### config.mk
export PLATFORM = sky130hd
export DESIGN_NAME = sha256_engine
export DESIGN_NICKNAME = d
export VERILOG_FILES = /design/src/logic/sha256_pkg.sv /design/src/logic/sha256_compress.sv /design/src/logic/sha256_engine.sv /design/src/logic/sha256_msg_ctrl.sv /design/src/logic/sha256_schedule.sv
export VERILOG_INCLUDE_DIRS = /design/src /design/src/logic
export SDC_FILE = /design/constraint.sdc
export NUM_CORES = 2
export LEC_CHECK = 0
export BUFFER_PORTS_ARGS = -buffer_cell sky130_fd_sc_hd__buf_2
export CAP_MARGIN = 40
export CORE_ASPECT_RATIO = 0.7
export CORE_UTILIZATION = 50
export DETAILED_ROUTE_END_ITERATION = 8
export PLACE_DENSITY = 0.7
export SYNTH_ARGS = -nofsm -noshare
export SYNTH_HDL_FRONTEND = slang
export SYNTH_SLANG_ARGS = --single-unit
### constraint.sdc
create_clock -name i_clk -period 13.3 [get_ports i_clk]
set_input_delay 1.33 -clock i_clk [delete_from_list [all_inputs] [get_ports i_clk]]
set_output_delay 1.33 -clock i_clk [all_outputs]
set_load 0.02 [all_outputs]
### src/logic/sha256_config.svh
//==================================================
// Fixed SHA-256 sizes, not meant to be changed
// Beat width and block width are the same 64 bytes
//==================================================
`ifndef SHA256_CONFIG_SVH
`define SHA256_CONFIG_SVH

// Compression rounds run for each 512-bit block
`define SHA256_ROUNDS 64

`define SHA256_BLOCK_BYTES 64  // Bytes per input beat and per block
`define SHA256_DIGEST_BITS 256 // Digest width, byte 0 in the lowest lane

`endif

### src/logic/sha256_pkg.sv
//==================================================
// Types, constants and bit functions for SHA-256
// All words inside the hash are big-endian values
//==================================================
`include "sha256_config.svh"

package sha256_pkg;

  // One input beat, byte 0 of the message slice sits in dat[7:0]
  typedef struct packed {
    logic [8*`SHA256_BLOCK_BYTES-1:0] dat;
    logic                             sop;  // First beat of a message
    logic                             eop;  // Last beat of a message
    logic [5:0]                       mod;  // Valid bytes on eop, 0 means all 64
  } sha256_beat_t;

  // Block as the schedule sees it, w[0] is the first word of the message
  typedef struct packed {
    logic [15:0][31:0] w;
  } sha256_block_t;

  typedef enum logic [1:0] {
    IDLE,   // Waiting for the sop beat
    ROUNDS, // One compression round per clock
    UPDATE, // Hash words take the working variables
    FINAL   // Digest held until it is taken
  } sha256_state_t;

  // Round constants, index 0 first
  localparam logic [0:`SHA256_ROUNDS-1][31:0] SHA256_K = {
    32'h428a2f98, 32'h71374491, 32'hb5c0fbcf, 32'he9b5dba5,
    32'h3956c25b, 32'h59f111f1, 32'h923f82a4, 32'hab1c5ed5,
    32'hd807aa98, 32'h12835b01, 32'h243185be, 32'h550c7dc3,
    32'h72be5d74, 32'h80deb1fe, 32'h9bdc06a7, 32'hc19bf174,
    32'he49b69c1, 32'hefbe4786, 32'h0fc19dc6, 32'h240ca1cc,
    32'h2de92c6f, 32'h4a7484aa, 32'h5cb0a9dc, 32'h76f988da,
    32'h983e5152, 32'ha831c66d, 32'hb00327c8, 32'hbf597fc7,
    32'hc6e00bf3, 32'hd5a79147, 32'h06ca6351, 32'h14292967,
    32'h27b70a85, 32'h2e1b2138, 32'h4d2c6dfc, 32'h53380d13,
    32'h650a7354, 32'h766a0abb, 32'h81c2c92e, 32'h92722c85,
    32'ha2bfe8a1, 32'ha81a664b, 32'hc24b8b70, 32'hc76c51a3,
    32'hd192e819, 32'hd6990624, 32'hf40e3585, 32'h106aa070,
    32'h19a4c116, 32'h1e376c08, 32'h2748774c, 32'h34b0bcb5,
    32'h391c0cb3, 32'h4ed8aa4a, 32'h5b9cca4f, 32'h682e6ff3,
    32'h748f82ee, 32'h78a5636f, 32'h84c87814, 32'h8cc70208,
    32'h90befffa, 32'ha4506ceb, 32'hbef9a3f7, 32'hc67178f2
  };

  // Initial hash words H0 to H7
  localparam logic [0:7][31:0] SHA256_IV = {
    32'h6a09e667, 32'hbb67ae85, 32'h3c6ef372, 32'ha54ff53a,
    32'h510e527f, 32'h9b05688c, 32'h1f83d9ab, 32'h5be0cd19
  };

  // Rotate right by a constant amount
  function automatic logic [31:0] rotr32(input logic [31:0] x, input int n);
    return (x >> n) | (x << (32 - n));
  endfunction

  // Swaps little-endian stream bytes into a big-endian word and back
  function automatic logic [31:0] bswap32(input logic [31:0] x);
    return {x[7:0], x[15:8], x[23:16], x[31:24]};
  endfunction

  function automatic logic [31:0] big_sig0(input logic [31:0] x);
    return rotr32(x, 2) ^ rotr32(x, 13) ^ rotr32(x, 22);
  endfunction

  function automatic logic [31:0] big_sig1(input logic [31:0] x);
    return rotr32(x, 6) ^ rotr32(x, 11) ^ rotr32(x, 25);
  endfunction

  // The small sigmas mix a shift in, not only rotations
  function automatic logic [31:0] small_sig0(input logic [31:0] x);
    return rotr32(x, 7) ^ rotr32(x, 18) ^ (x >> 3);
  endfunction

  function automatic logic [31:0] small_sig1(input logic [31:0] x);
    return rotr32(x, 17) ^ rotr32(x, 19) ^ (x >> 10);
  endfunction

  // E picks F or G bit by bit
  function automatic logic [31:0] ch(input logic [31:0] e, input logic [31:0] f,
                                     input logic [31:0] g);
    return (e & f) ^ (~e & g);
  endfunction

  // Majority vote of A, B and C per bit
  function automatic logic [31:0] maj(input logic [31:0] a, input logic [31:0] b,
                                      input logic [31:0] c);
    return (a & b) ^ (a & c) ^ (b & c);
  endfunction

endpackage

### src/logic/sha256_compress.sv
//==================================================
// Compression datapath, one round per enabled cycle
// Init and update are single-cycle pulses
//==================================================
`timescale 1ns/10ps
`include "sha256_config.svh"

module sha256_compress
  import sha256_pkg::*;
(
  input  logic                          i_clk,
  input  logic                          i_rst,
  input  logic [31:0]                   i_w,
  input  logic [5:0]                    i_round_idx,
  input  logic                          i_round_en,
  input  logic                          i_hv_init,
  input  logic                          i_hv_update,
  output logic [`SHA256_DIGEST_BITS-1:0] o_digest
);

  // v[0] is A through v[7] which is H
  logic [7:0][31:0] v;
  logic [7:0][31:0] hv;  // Running hash words
  logic [31:0]      t1, t2;

  always_comb begin
    t1 = v[7] + big_sig1(v[4]) + ch(v[4], v[5], v[6]) + SHA256_K[i_round_idx] + i_w;
    t2 = big_sig0(v[0]) + maj(v[0], v[1], v[2]);
  end

  always_ff @(posedge i_clk) begin
    if (i_rst || i_hv_init) begin
      for (int i = 0; i < 8; i++) begin
        hv[i] <= SHA256_IV[i];
        v[i]  <= SHA256_IV[i];
      end
    end else if (i_hv_update) begin
      // Next block starts from the updated hash words
      for (int i = 0; i < 8; i++) begin
        hv[i] <= hv[i] + v[i];
        v[i]  <= hv[i] + v[i];
      end
    end else if (i_round_en) begin
      v[7] <= v[6];
      v[6] <= v[5];
      v[5] <= v[4];
      v[4] <= v[3] + t1;  // E takes D plus T1
      v[3] <= v[2];
      v[2] <= v[1];
      v[1] <= v[0];
      v[0] <= t1 + t2;
    end
  end

  // Words go back to stream order so digest byte 0 is in bits 7:0
  always_comb begin
    for (int i = 0; i < 8; i++)
      o_digest[32*i +: 32] = bswap32(hv[i]);
  end

endmodule

### src/logic/sha256_engine.sv
//==================================================
// SHA-256 engine over a 512-bit valid/ready stream
// Digest is held until i_digest_rdy is seen
//==================================================
`timescale 1ns/10ps
`include "sha256_config.svh"

module sha256_engine
  import sha256_pkg::*;
(
  input  logic                          i_clk,
  input  logic                          i_rst,
  input  sha256_beat_t                  i_beat,
  input  logic                          i_beat_val,
  output logic                          o_beat_rdy,
  output logic [`SHA256_DIGEST_BITS-1:0] o_digest,
  output logic                          o_digest_val,
  input  logic                          i_digest_rdy
);

  logic          load;
  sha256_block_t block;
  logic          round_en;
  logic [5:0]    round_idx;
  logic          hv_init;
  logic          hv_update;
  logic [31:0]   w;  // Schedule word for the current round

  sha256_msg_ctrl u_ctrl (
    .i_clk        (i_clk),
    .i_rst        (i_rst),
    .i_beat       (i_beat),
    .i_beat_val   (i_beat_val),
    .o_beat_rdy   (o_beat_rdy),
    .i_digest_rdy (i_digest_rdy),
    .o_digest_val (o_digest_val),
    .o_load       (load),
    .o_block      (block),
    .o_round_en   (round_en),
    .o_round_idx  (round_idx),
    .o_hv_init    (hv_init),
    .o_hv_update  (hv_update)
  );

  sha256_schedule u_sched (
    .i_clk      (i_clk),
    .i_load     (load),
    .i_block    (block),
    .i_round_en (round_en),
    .o_w        (w)
  );

  sha256_compress u_comp (
    .i_clk       (i_clk),
    .i_rst       (i_rst),
    .i_w         (w),
    .i_round_idx (round_idx),
    .i_round_en  (round_en),
    .i_hv_init   (hv_init),
    .i_hv_update (hv_update),
    .o_digest    (o_digest)
  );

endmodule

### src/logic/sha256_msg_ctrl.sv
//==================================================
// One message at a time, zero-byte messages unsupported
// Length counter wraps past 2^61 bytes
// Input is stalled while a block is compressed
//==================================================
`timescale 1ns/10ps
`include "sha256_config.svh"

module sha256_msg_ctrl
  import sha256_pkg::*;
(
  input  logic          i_clk,
  input  logic          i_rst,
  input  sha256_beat_t  i_beat,
  input  logic          i_beat_val,
  output logic          o_beat_rdy,
  input  logic          i_digest_rdy,
  output logic          o_digest_val,
  output logic          o_load,
  output sha256_block_t o_block,
  output logic          o_round_en,
  output logic [5:0]    o_round_idx,
  output logic          o_hv_init,
  output logic          o_hv_update
);

  sha256_state_t state, state_nxt;
  logic [63:0]   bit_len;   // Message length in bits so far
  logic          msg_end;   // The eop beat has been taken
  logic          pad_pend;  // A padding-only block is still owed
  logic          pad_full;  // The owed block also carries the 0x80 marker
  logic          accept;
  logic          load_pad;
  logic          fits;      // Marker and length both fit in the eop beat
  logic [6:0]    n_bytes;
  logic [63:0]   len_base, len_tot;
  logic [8*`SHA256_BLOCK_BYTES-1:0] dat_pad;
  sha256_block_t blk_beat, blk_pad;

  assign accept   = i_beat_val & o_beat_rdy;
  assign load_pad = (state == UPDATE) & pad_pend;

  // Strobes follow straight from the registered state
  assign o_load       = accept | load_pad;
  assign o_hv_init    = accept & (state == IDLE);
  assign o_round_en   = (state == ROUNDS);
  assign o_digest_val = (state == FINAL);

  always_comb begin
    n_bytes  = (i_beat.mod == 6'd0) ? 7'd64 : {1'b0, i_beat.mod};
    fits     = (i_beat.mod != 6'd0) && (i_beat.mod <= 6'(`SHA256_BLOCK_BYTES - 9));
    len_base = (state == IDLE || i_beat.sop) ? 64'd0 : bit_len;  // sop restarts the count
    len_tot  = len_base + (i_beat.eop ? {54'd0, n_bytes, 3'd0}
                                      : 64'(`SHA256_BLOCK_BYTES * 8));
    // Bytes past the end are cleared and the first one takes the marker
    for (int k = 0; k < `SHA256_BLOCK_BYTES; k++) begin
      if (!i_beat.eop || k < n_bytes)
        dat_pad[8*k +: 8] = i_beat.dat[8*k +: 8];
      else if (k == n_bytes)
        dat_pad[8*k +: 8] = 8'h80;
      else
        dat_pad[8*k +: 8] = 8'h00;
    end
    for (int i = 0; i < 16; i++)
      blk_beat.w[i] = bswap32(dat_pad[32*i +: 32]);
    if (i_beat.eop && fits) begin
      blk_beat.w[14] = len_tot[63:32];  // Length goes big-endian into the last two words
      blk_beat.w[15] = len_tot[31:0];
    end
    blk_pad       = '0;
    blk_pad.w[0]  = pad_full ? 32'h8000_0000 : 32'h0;
    blk_pad.w[14] = bit_len[63:32];
    blk_pad.w[15] = bit_len[31:0];
    o_block = load_pad ? blk_pad : blk_beat;
  end

  always_comb begin
    state_nxt = state;
    case (state)
      IDLE:   if (accept) state_nxt = ROUNDS;
      ROUNDS: if (o_round_idx == 6'(`SHA256_ROUNDS - 1)) state_nxt = UPDATE;
      UPDATE: begin
        if (pad_pend)
          state_nxt = ROUNDS;  // Padding-only block goes right away
        else if (msg_end)
          state_nxt = FINAL;
        else if (accept)
          state_nxt = ROUNDS;
      end
      FINAL:  if (i_digest_rdy) state_nxt = IDLE;
      default: state_nxt = IDLE;
    endcase
  end

  always_ff @(posedge i_clk) begin
    if (i_rst) begin
      state       <= IDLE;
      o_round_idx <= 6'd0;
      o_beat_rdy  <= 1'b0;
      o_hv_update <= 1'b0;
      bit_len     <= 64'd0;
      msg_end     <= 1'b0;
      pad_pend    <= 1'b0;
      pad_full    <= 1'b0;
    end else begin
      state       <= state_nxt;
      o_round_idx <= (state == ROUNDS) ? o_round_idx + 6'd1 : 6'd0;  // Wraps after 63
      // Ready is registered so it shows up one cycle after reset
      o_beat_rdy  <= (state_nxt == IDLE) | ((state_nxt == UPDATE) & ~msg_end);
      o_hv_update <= (state == ROUNDS) && (o_round_idx == 6'(`SHA256_ROUNDS - 1));
      if (accept) begin
        bit_len  <= len_tot;
        msg_end  <= i_beat.eop;
        pad_pend <= i_beat.eop & ~fits;
        pad_full <= i_beat.eop & (i_beat.mod == 6'd0);  // Beat was full, marker not placed yet
      end else if (load_pad) begin
        pad_pend <= 1'b0;
      end
    end
  end

endmodule

### src/logic/sha256_schedule.sv
//==================================================
// Message schedule window, no reset
// Output is valid the cycle after a load
//==================================================
`timescale 1ns/10ps

module sha256_schedule
  import sha256_pkg::*;
(
  input  logic          i_clk,
  input  logic          i_load,
  input  sha256_block_t i_block,
  input  logic          i_round_en,
  output logic [31:0]   o_w
);

  logic [15:0][31:0] win;  // win[0] is the word used this round
  logic [31:0]       w_nxt;

  // New word sixteen rounds ahead of the current one
  assign w_nxt = small_sig1(win[14]) + win[9] + small_sig0(win[1]) + win[0];

  always_ff @(posedge i_clk) begin
    if (i_load) begin
      win <= i_block.w;
    end else if (i_round_en) begin
      for (int i = 0; i < 15; i++)
        win[i] <= win[i+1];  // Slide down by one word
      win[15] <= w_nxt;
    end
  end

  assign o_w = win[0];

endmodule

# == Yosys cells after proc, flatten, opt, wreduce, memory -nomap -nowiden ==
# Memories as Yosys holds them, arrays and structs flattened.
# Index checks and enable logic that the tools add are counted.
# word_totals
regBits,1101
mem_bits_ro,2048
input_bits,524
out_inout_bits,258
wordCells,461
mem_count,1
# mem_list
name,depth,width,rd,rd_clocked_by_memory_dff,write_ports,line,source
(no name shown),64,32,1,0,0,sha256_compress.sv:27,"t1 = v[7] + big_sig1(v[4]) + ch(v[4], v[5], v[6]) + SHA256_K[i_round_idx] + i_w;"
# op_classes
addsub,20
magnitude_cmp,66
n_eq_ne,68
mux,148
bitwise,39
n_reduce_logical,79
# op_table
cell,n
512-bit 2-to-1 mux,3
8-bit 2-to-1 mux,128
32-bit adder,18
256-bit 2-to-1 mux,2
32-bit XOR,9
6-bit by 7-bit == test with 1-bit output (first input constant),32
6-bit by 7-bit < comparator with 1-bit output (first input constant),32
32-bit AND,5
64-bit 2-to-1 mux,2
5-bit by 7-bit == test with 1-bit output (first input constant),16
5-bit by 7-bit < comparator with 1-bit output (first input constant),16
32-bit 2-to-1 mux,3
1-bit logical OR,66
64-bit adder,1
4-bit by 7-bit == test with 1-bit output (first input constant),8
4-bit by 7-bit < comparator with 1-bit output (first input constant),8
32-bit NOT,1
10-bit by 32-bit OR with 32-bit output,1
13-bit by 32-bit OR with 32-bit output,1
14-bit by 32-bit OR with 32-bit output,1
15-bit by 32-bit OR with 32-bit output,1
19-bit by 32-bit OR with 32-bit output,1
21-bit by 32-bit OR with 32-bit output,1
25-bit by 32-bit OR with 32-bit output,1
other kinds (34),63

# == Logic depth before layout (Yosys ltp) ==
# logic_depth
depth_word,10
depth_mapped,40

# == Hierarchy ==
# Synthesis repeated with hierarchy kept, for this count alone.
# unflattened
cells_unflattened,8669
hier_area_um2,79391.1
# by_module_without_submodules
module,instances,cells_per_inst,area_per_inst_um2,seq_area_each_um2
sha256_compress,1,5320,42644.6,10249.8
sha256_schedule,1,1639,25794.7,15374.7
sha256_msg_ctrl,1,1710,10951.8,1541.5

# == Worst setup path before layout ==
# OpenSTA, ideal clock, no wires.
# synth_path
path_kind,input-to-reg
start,input i_beat_val
end,"register u_sched.win, in the netlist u_sched.o_w[0], enable pin"
arrival_ns,10.864
setup_slack_ns,-1.196
stages,6
n_path_buf,3
cell_sequence,and2_1 clkbuf_1 nor2_1 clkbuf_1 clkbuf_1 nand2_1
# synth_via
elab_chain_cells,3
# synth_rtl
item,line,source
start: declaration,sha256_engine.sv:14,"input logic i_beat_val,"
1-bit AND,sha256_msg_ctrl.sv:40,assign accept = i_beat_val & o_beat_rdy;
1-bit OR,sha256_msg_ctrl.sv:44,assign o_load = accept | load_pad;
2-bit nonzero test (no source line),n/a,
end signal: assignment,sha256_schedule.sv:25,win <= i_block.w;
end signal: indexed assignment,sha256_schedule.sv:28,win[i] <= win[i+1];
end: declaration,sha256_schedule.sv:17,logic [15:0][31:0] win;
# No other way between the ends.
# A chain may end at the register's enable or synchronous reset.

# == Final worst setup path ==
# layout_path
start,register u_ctrl.o_round_idx[0]
end,register u_comp.v[30] (netlist bit)
# layout_via
elab_chain_cells,9
# layout_rtl
item,line,source
start: declaration,sha256_msg_ctrl.sv:22,"output logic [5:0] o_round_idx,"
start signal: assignment,sha256_msg_ctrl.sv:107,o_round_idx <= (state == ROUNDS) ? o_round_idx + 6'd1 : 6'd0;
6-bit NOT with 7-bit output (not written as such),sha256_compress.sv:27,
memory read 64 x 32 bit,n/a,
32-bit 2-to-1 mux (not written as such) (2 in series),sha256_compress.sv:27,
32-bit adder (2 in series),sha256_compress.sv:27,
32-bit adder,sha256_compress.sv:51,v[0] <= t1 + t2;
256-bit 2-to-1 mux,sha256_compress.sv:43,end else if (i_round_en) begin
256-bit 2-to-1 mux,sha256_compress.sv:37,end else if (i_hv_update) begin
end signal: indexed assignment,sha256_compress.sv:35,v[i] <= SHA256_IV[i];
end signal: indexed assignment,sha256_compress.sv:41,v[i] <= hv[i] + v[i];
end: declaration,sha256_compress.sv:22,logic [7:0][31:0] v;
# No other way between the ends. The select of a mux whose other input is x is not followed.

==> flow_metrics.tcl <==
set metrics [dict create \
    vias_per_cell 6.51 \
    pin_slew_with_the_least_headroom_to_its_limit_ns 1.06 \
    arrival_ns 11.75 \
    die_w_um 461 \
    power.switching_fraction_pct 50.5 \
    detail_route.wirelength.met1_um 142000 \
    power_switching_uw 13800 \
    cts_repair_resize_count 0 \
    clk_latency_ns 0.83 \
    coreArea_sq_um 146000 \
    report.power.total_uw 27400 \
    die_h_um 323 \
    cts_buffer_depth 3 \
    layout_setup_ws_ns 2.19 \
    end_kind "flop" \
    detail_route.iter0.violations 11100 \
    cts_post_setup_buffers_inserted 0 \
    wire_length_of_the_first_global_routing_pass_um 463000 \
    number_of_antenna_violations_at_the_first_check_in_global_routing 92 \
    setup_viol_count_final 0 \
    routedWlPerCell_um 30.8 \
    synth_top_flop_cell "dfxtp_1" \
    synthesis.yosys.warnings 0 \
    setup_repair_after_global_routing_missed_its_margin "false" \
    path_clk_slew_ns 0.07 \
    reg2reg_slack_ns 2.19 \
    cts_buffers 111 \
    synthDominantAreaCellType "edfxtp_1" \
    power_frac_seq_pct 16.6 \
    slew_viol_final 0 \
    number_of_global_route_vias_before_repair 63400 \
    maxUsedRoutingLayer "met5" \
    regToRegEndpoint "u_comp.v[30]" \
    place_worst_setup_slack_ns 2.38 \
    period_minus_slack_ns 11.11 \
    synthCells 8276 \
    outcome "completed" \
    skew_ns 0.102 \
    netlist-cell-type-count 109 \
    fmaxAchievable_mhz 90.0 \
    cp_common_cell "inv_1" \
    dr_wl_met2_um 134000 \
    startpoint_type "flop" \
    routed-via-count 71200 \
    ys_seq_area_share_pct 36.9 \
    firstDrtPassIters 6 \
    reg2reg_depth 35 \
    met3_length_um 46700 \
    clock_sinks 1101 \
    nets 9931 \
    cts.hold.buffers_added 0 \
    initial_core_util_pct 50.6 \
    fraction_of_synthesis_flops_using_an_asynchronous_set_or_reset_pin_pct 0 \
    hpwlAfterDp_um 262000 \
    combined_buffer_and_inverter_count_along_the_critical_path 7 \
    area_growth_from_synthesis_to_final_layout_pct 13.4 \
    power_leakage_uw 0.0349 \
    cp_max_fo 17 \
    finalSetupTns_ns 0 \
    comb_power_share_pct 70.9 \
    share_of_final_layout_standard_cells_stronger_than_drive_strength_1_pct 13.5 \
    power_per_cell_area_nw_per_um2 328 \
    criticalPathCategory "reg -> reg" \
    grt_overflow_total 0 \
    die_area_sq_um 149000 \
    source_of_the_worst_hold_timing_path "u_sched.win[431]" \
    groute.usage.overall_pct 43.3 \
    vdd.ir_drop.worst_mv 0.463 \
    n_fill_cell 13200 \
    clock_tree.htree_level_count 3 \
    cp.depth 35 \
    cp_slowest_stage_delay_ns 0.76 \
    internal_power_uw 13600 \
    port_buffers 781 \
    netlist.area_leader.share_pct 20.9 \
    power_frac_clock_pct 12.6 \
    synth.area.top_cells "edfxtp_1 21%, dfxtp_1 16%, ha_1 6.7%" \
    required_ns 13.93 \
    floorplan.rows 117 \
    synthesis.nets 9393 \
    cp_top_family "adder cells" \
    crit_path_top_delay_cell "dfxtp_1" \
    design.portCount 782 \
    slew_headroom_pct 28.6 \
    period_share_pct 83.6 \
    synth_area_sq_um 73700 \
    r2r_start "u_ctrl.o_round_idx[0]" \
    route.antenna.remaining_nets 0 \
    worst_hold_path_type "reg -> reg" \
    clockRootBuffer "clkbuf_16" \
    route.final.wire_length_um 337000 \
    holdPathStages 2 \
    grt_max_degree 184 \
    synth-edff-count 512 \
    ys_seq_elements 1101 \
    drc_viols 0 \
    gpl.final_weighted_congestion 1.05 \
    tritoncts "yes" \
    worst_hold_path.endpoint "u_sched.win[399]" \
    timing_hold_violations_final 0 \
    max-cap-violations 0 \
    mean_instance_size_in_the_synthesized_netlist_sq_um 8.91 \
]
[worst reg2reg max path, delay by kind of cell (launching register included)]
kind                     cells  cell delay [ns]
adder cells (fa/ha/maj)      8             3.61
AO/OA/AOI/OAI                9             2.55
AND/OR/NAND/NOR              8             1.85
buffers and inverters        7             1.17
flip-flops                   1             0.76
multiplexers                 2             0.70
XOR/XNOR                     1             0.32
[worst max-delay path by stage]
stage                                     start        endpoint  slack, ns
after floorplan                      i_beat_val  u_sched.o_w[0]       4.02
after global placement    u_ctrl.o_round_idx[0]    u_comp.v[30]       2.57
after detailed placement  u_ctrl.o_round_idx[0]    u_comp.v[30]       2.38
after CTS                 u_ctrl.o_round_idx[0]    u_comp.v[30]       2.30
after global routing      u_ctrl.o_round_idx[0]    u_comp.v[30]       1.54
final                     u_ctrl.o_round_idx[0]    u_comp.v[30]       2.19
[cell type report]
| cell class | instances | area (sq um) | area share (%) |
|---|---|---|---|
| Timing Repair Buffer | 908 | 5080 | 6.07 |
| Clock inverter | 73 | 917 | 1.10 |
| Multi-Input combinational cell | 6401 | 43700 | 52.3 |
| Sequential cell | 1101 | 27200 | 32.5 |
| Clock buffer | 137 | 2990 | 3.57 |
| Inverter | 291 | 1100 | 1.32 |
| Antenna cell | 59 | 148 | 0.177 |
| Tap cell | 1963 | 2460 | 2.94 |
[placed cells by master, fill, tap and decap left out, types with 64 or more instances in the layout]
| master | count |
|---|---|
| buf_4 | 103 |
| nand2_1 | 1044 |
| edfxtp_1 | 512 |
| nor2_1 | 656 |
| nand2b_1 | 71 |
| a211oi_1 | 89 |
| inv_1 | 285 |
| o21a_1 | 66 |
| mux2i_1 | 83 |
| xor2_1 | 172 |
| and3_1 | 114 |
| xnor2_1 | 436 |
| fa_1 | 196 |
| a22o_1 | 390 |
| nor3_1 | 138 |
| buf_2 | 789 |
| a21o_1 | 208 |
| clkbuf_16 | 112 |
| nand3_1 | 121 |
| dfxtp_1 | 586 |
| o211ai_1 | 64 |
| a31oi_1 | 92 |
| a21oi_1 | 683 |
| ha_1 | 397 |
| o21ai_0 | 653 |
[state kept, by name, indices dropped and copies added, names as in the netlist]
signal / count
u_comp.v: 256
u_ctrl.o_beat_rdy: 1
u_ctrl.o_hv_update: 1
u_sched.o_w: 32
u_comp.o_digest: 256
u_ctrl.msg_end: 1
u_ctrl.state: 2
u_ctrl.o_round_idx: 6
u_ctrl.pad_full: 1
u_ctrl.pad_pend: 1
u_ctrl.bit_len: 64
u_sched.win: 480
[per-layer routing]
metal / GRT usage [%] / up-vias
met4: 15.9 / 30
met1: 63.2 / 34800
met2: 58.2 / 4709
met3: 14.6 / 665
met5: 0 / -
li1: - / 31000
[power by group through the flow]
stage | clock network, uW | registers (uW) | logic, uW
floorplan | 0 | 4330 | 13600
finish | 3450 | 4540 | 19400
global placement | 0 | 4560 | 18800
CTS | 3440 | 4490 | 18900
detailed placement | 0 | 4560 | 18700
global route | 3570 | 4530 | 21000
[cells by family (layout without fill, tap and decap cells)]
family                   count (synthesis)  after routing  synth area share, %
multiplexers                           108            108                 1.60
other                                    0             59                    0
AND/OR/NAND/NOR                       2438           2438                 14.7
adder cells (fa/ha/maj)                615            615                 12.4
AO/OA/AOI/OAI                         2631           2631                 23.3
buffers and inverters                  774           1409                 3.97
flip-flops                            1101           1101                 36.9
XOR/XNOR                               609            609                 7.26
[stage by stage]
step	instances	hold slack (ns)	cell area (sq um)	util [%]
after floorplan	8276	0.423	73700	-
after CTS	10900	0.431	83400	57.2
final	10900	0.432	83600	57.3
after global routing	10900	0.468	83600	57.3
after global placement	10600	0.435	79200	54.3
after detailed placement	10700	0.447	79500	54.5
[Yosys cell counts, drive strengths merged, types with 172 or more instances]
cell	n
edfxtp	512
a22o	390
a21oi	685
nand2	1050
xor2	172
a21o	209
xnor2	436
nor2	662
inv	289
clkbuf	416
dfxtp	589
o21ai	663
fa	196
ha	397
(Power assumes the default switching activity.)
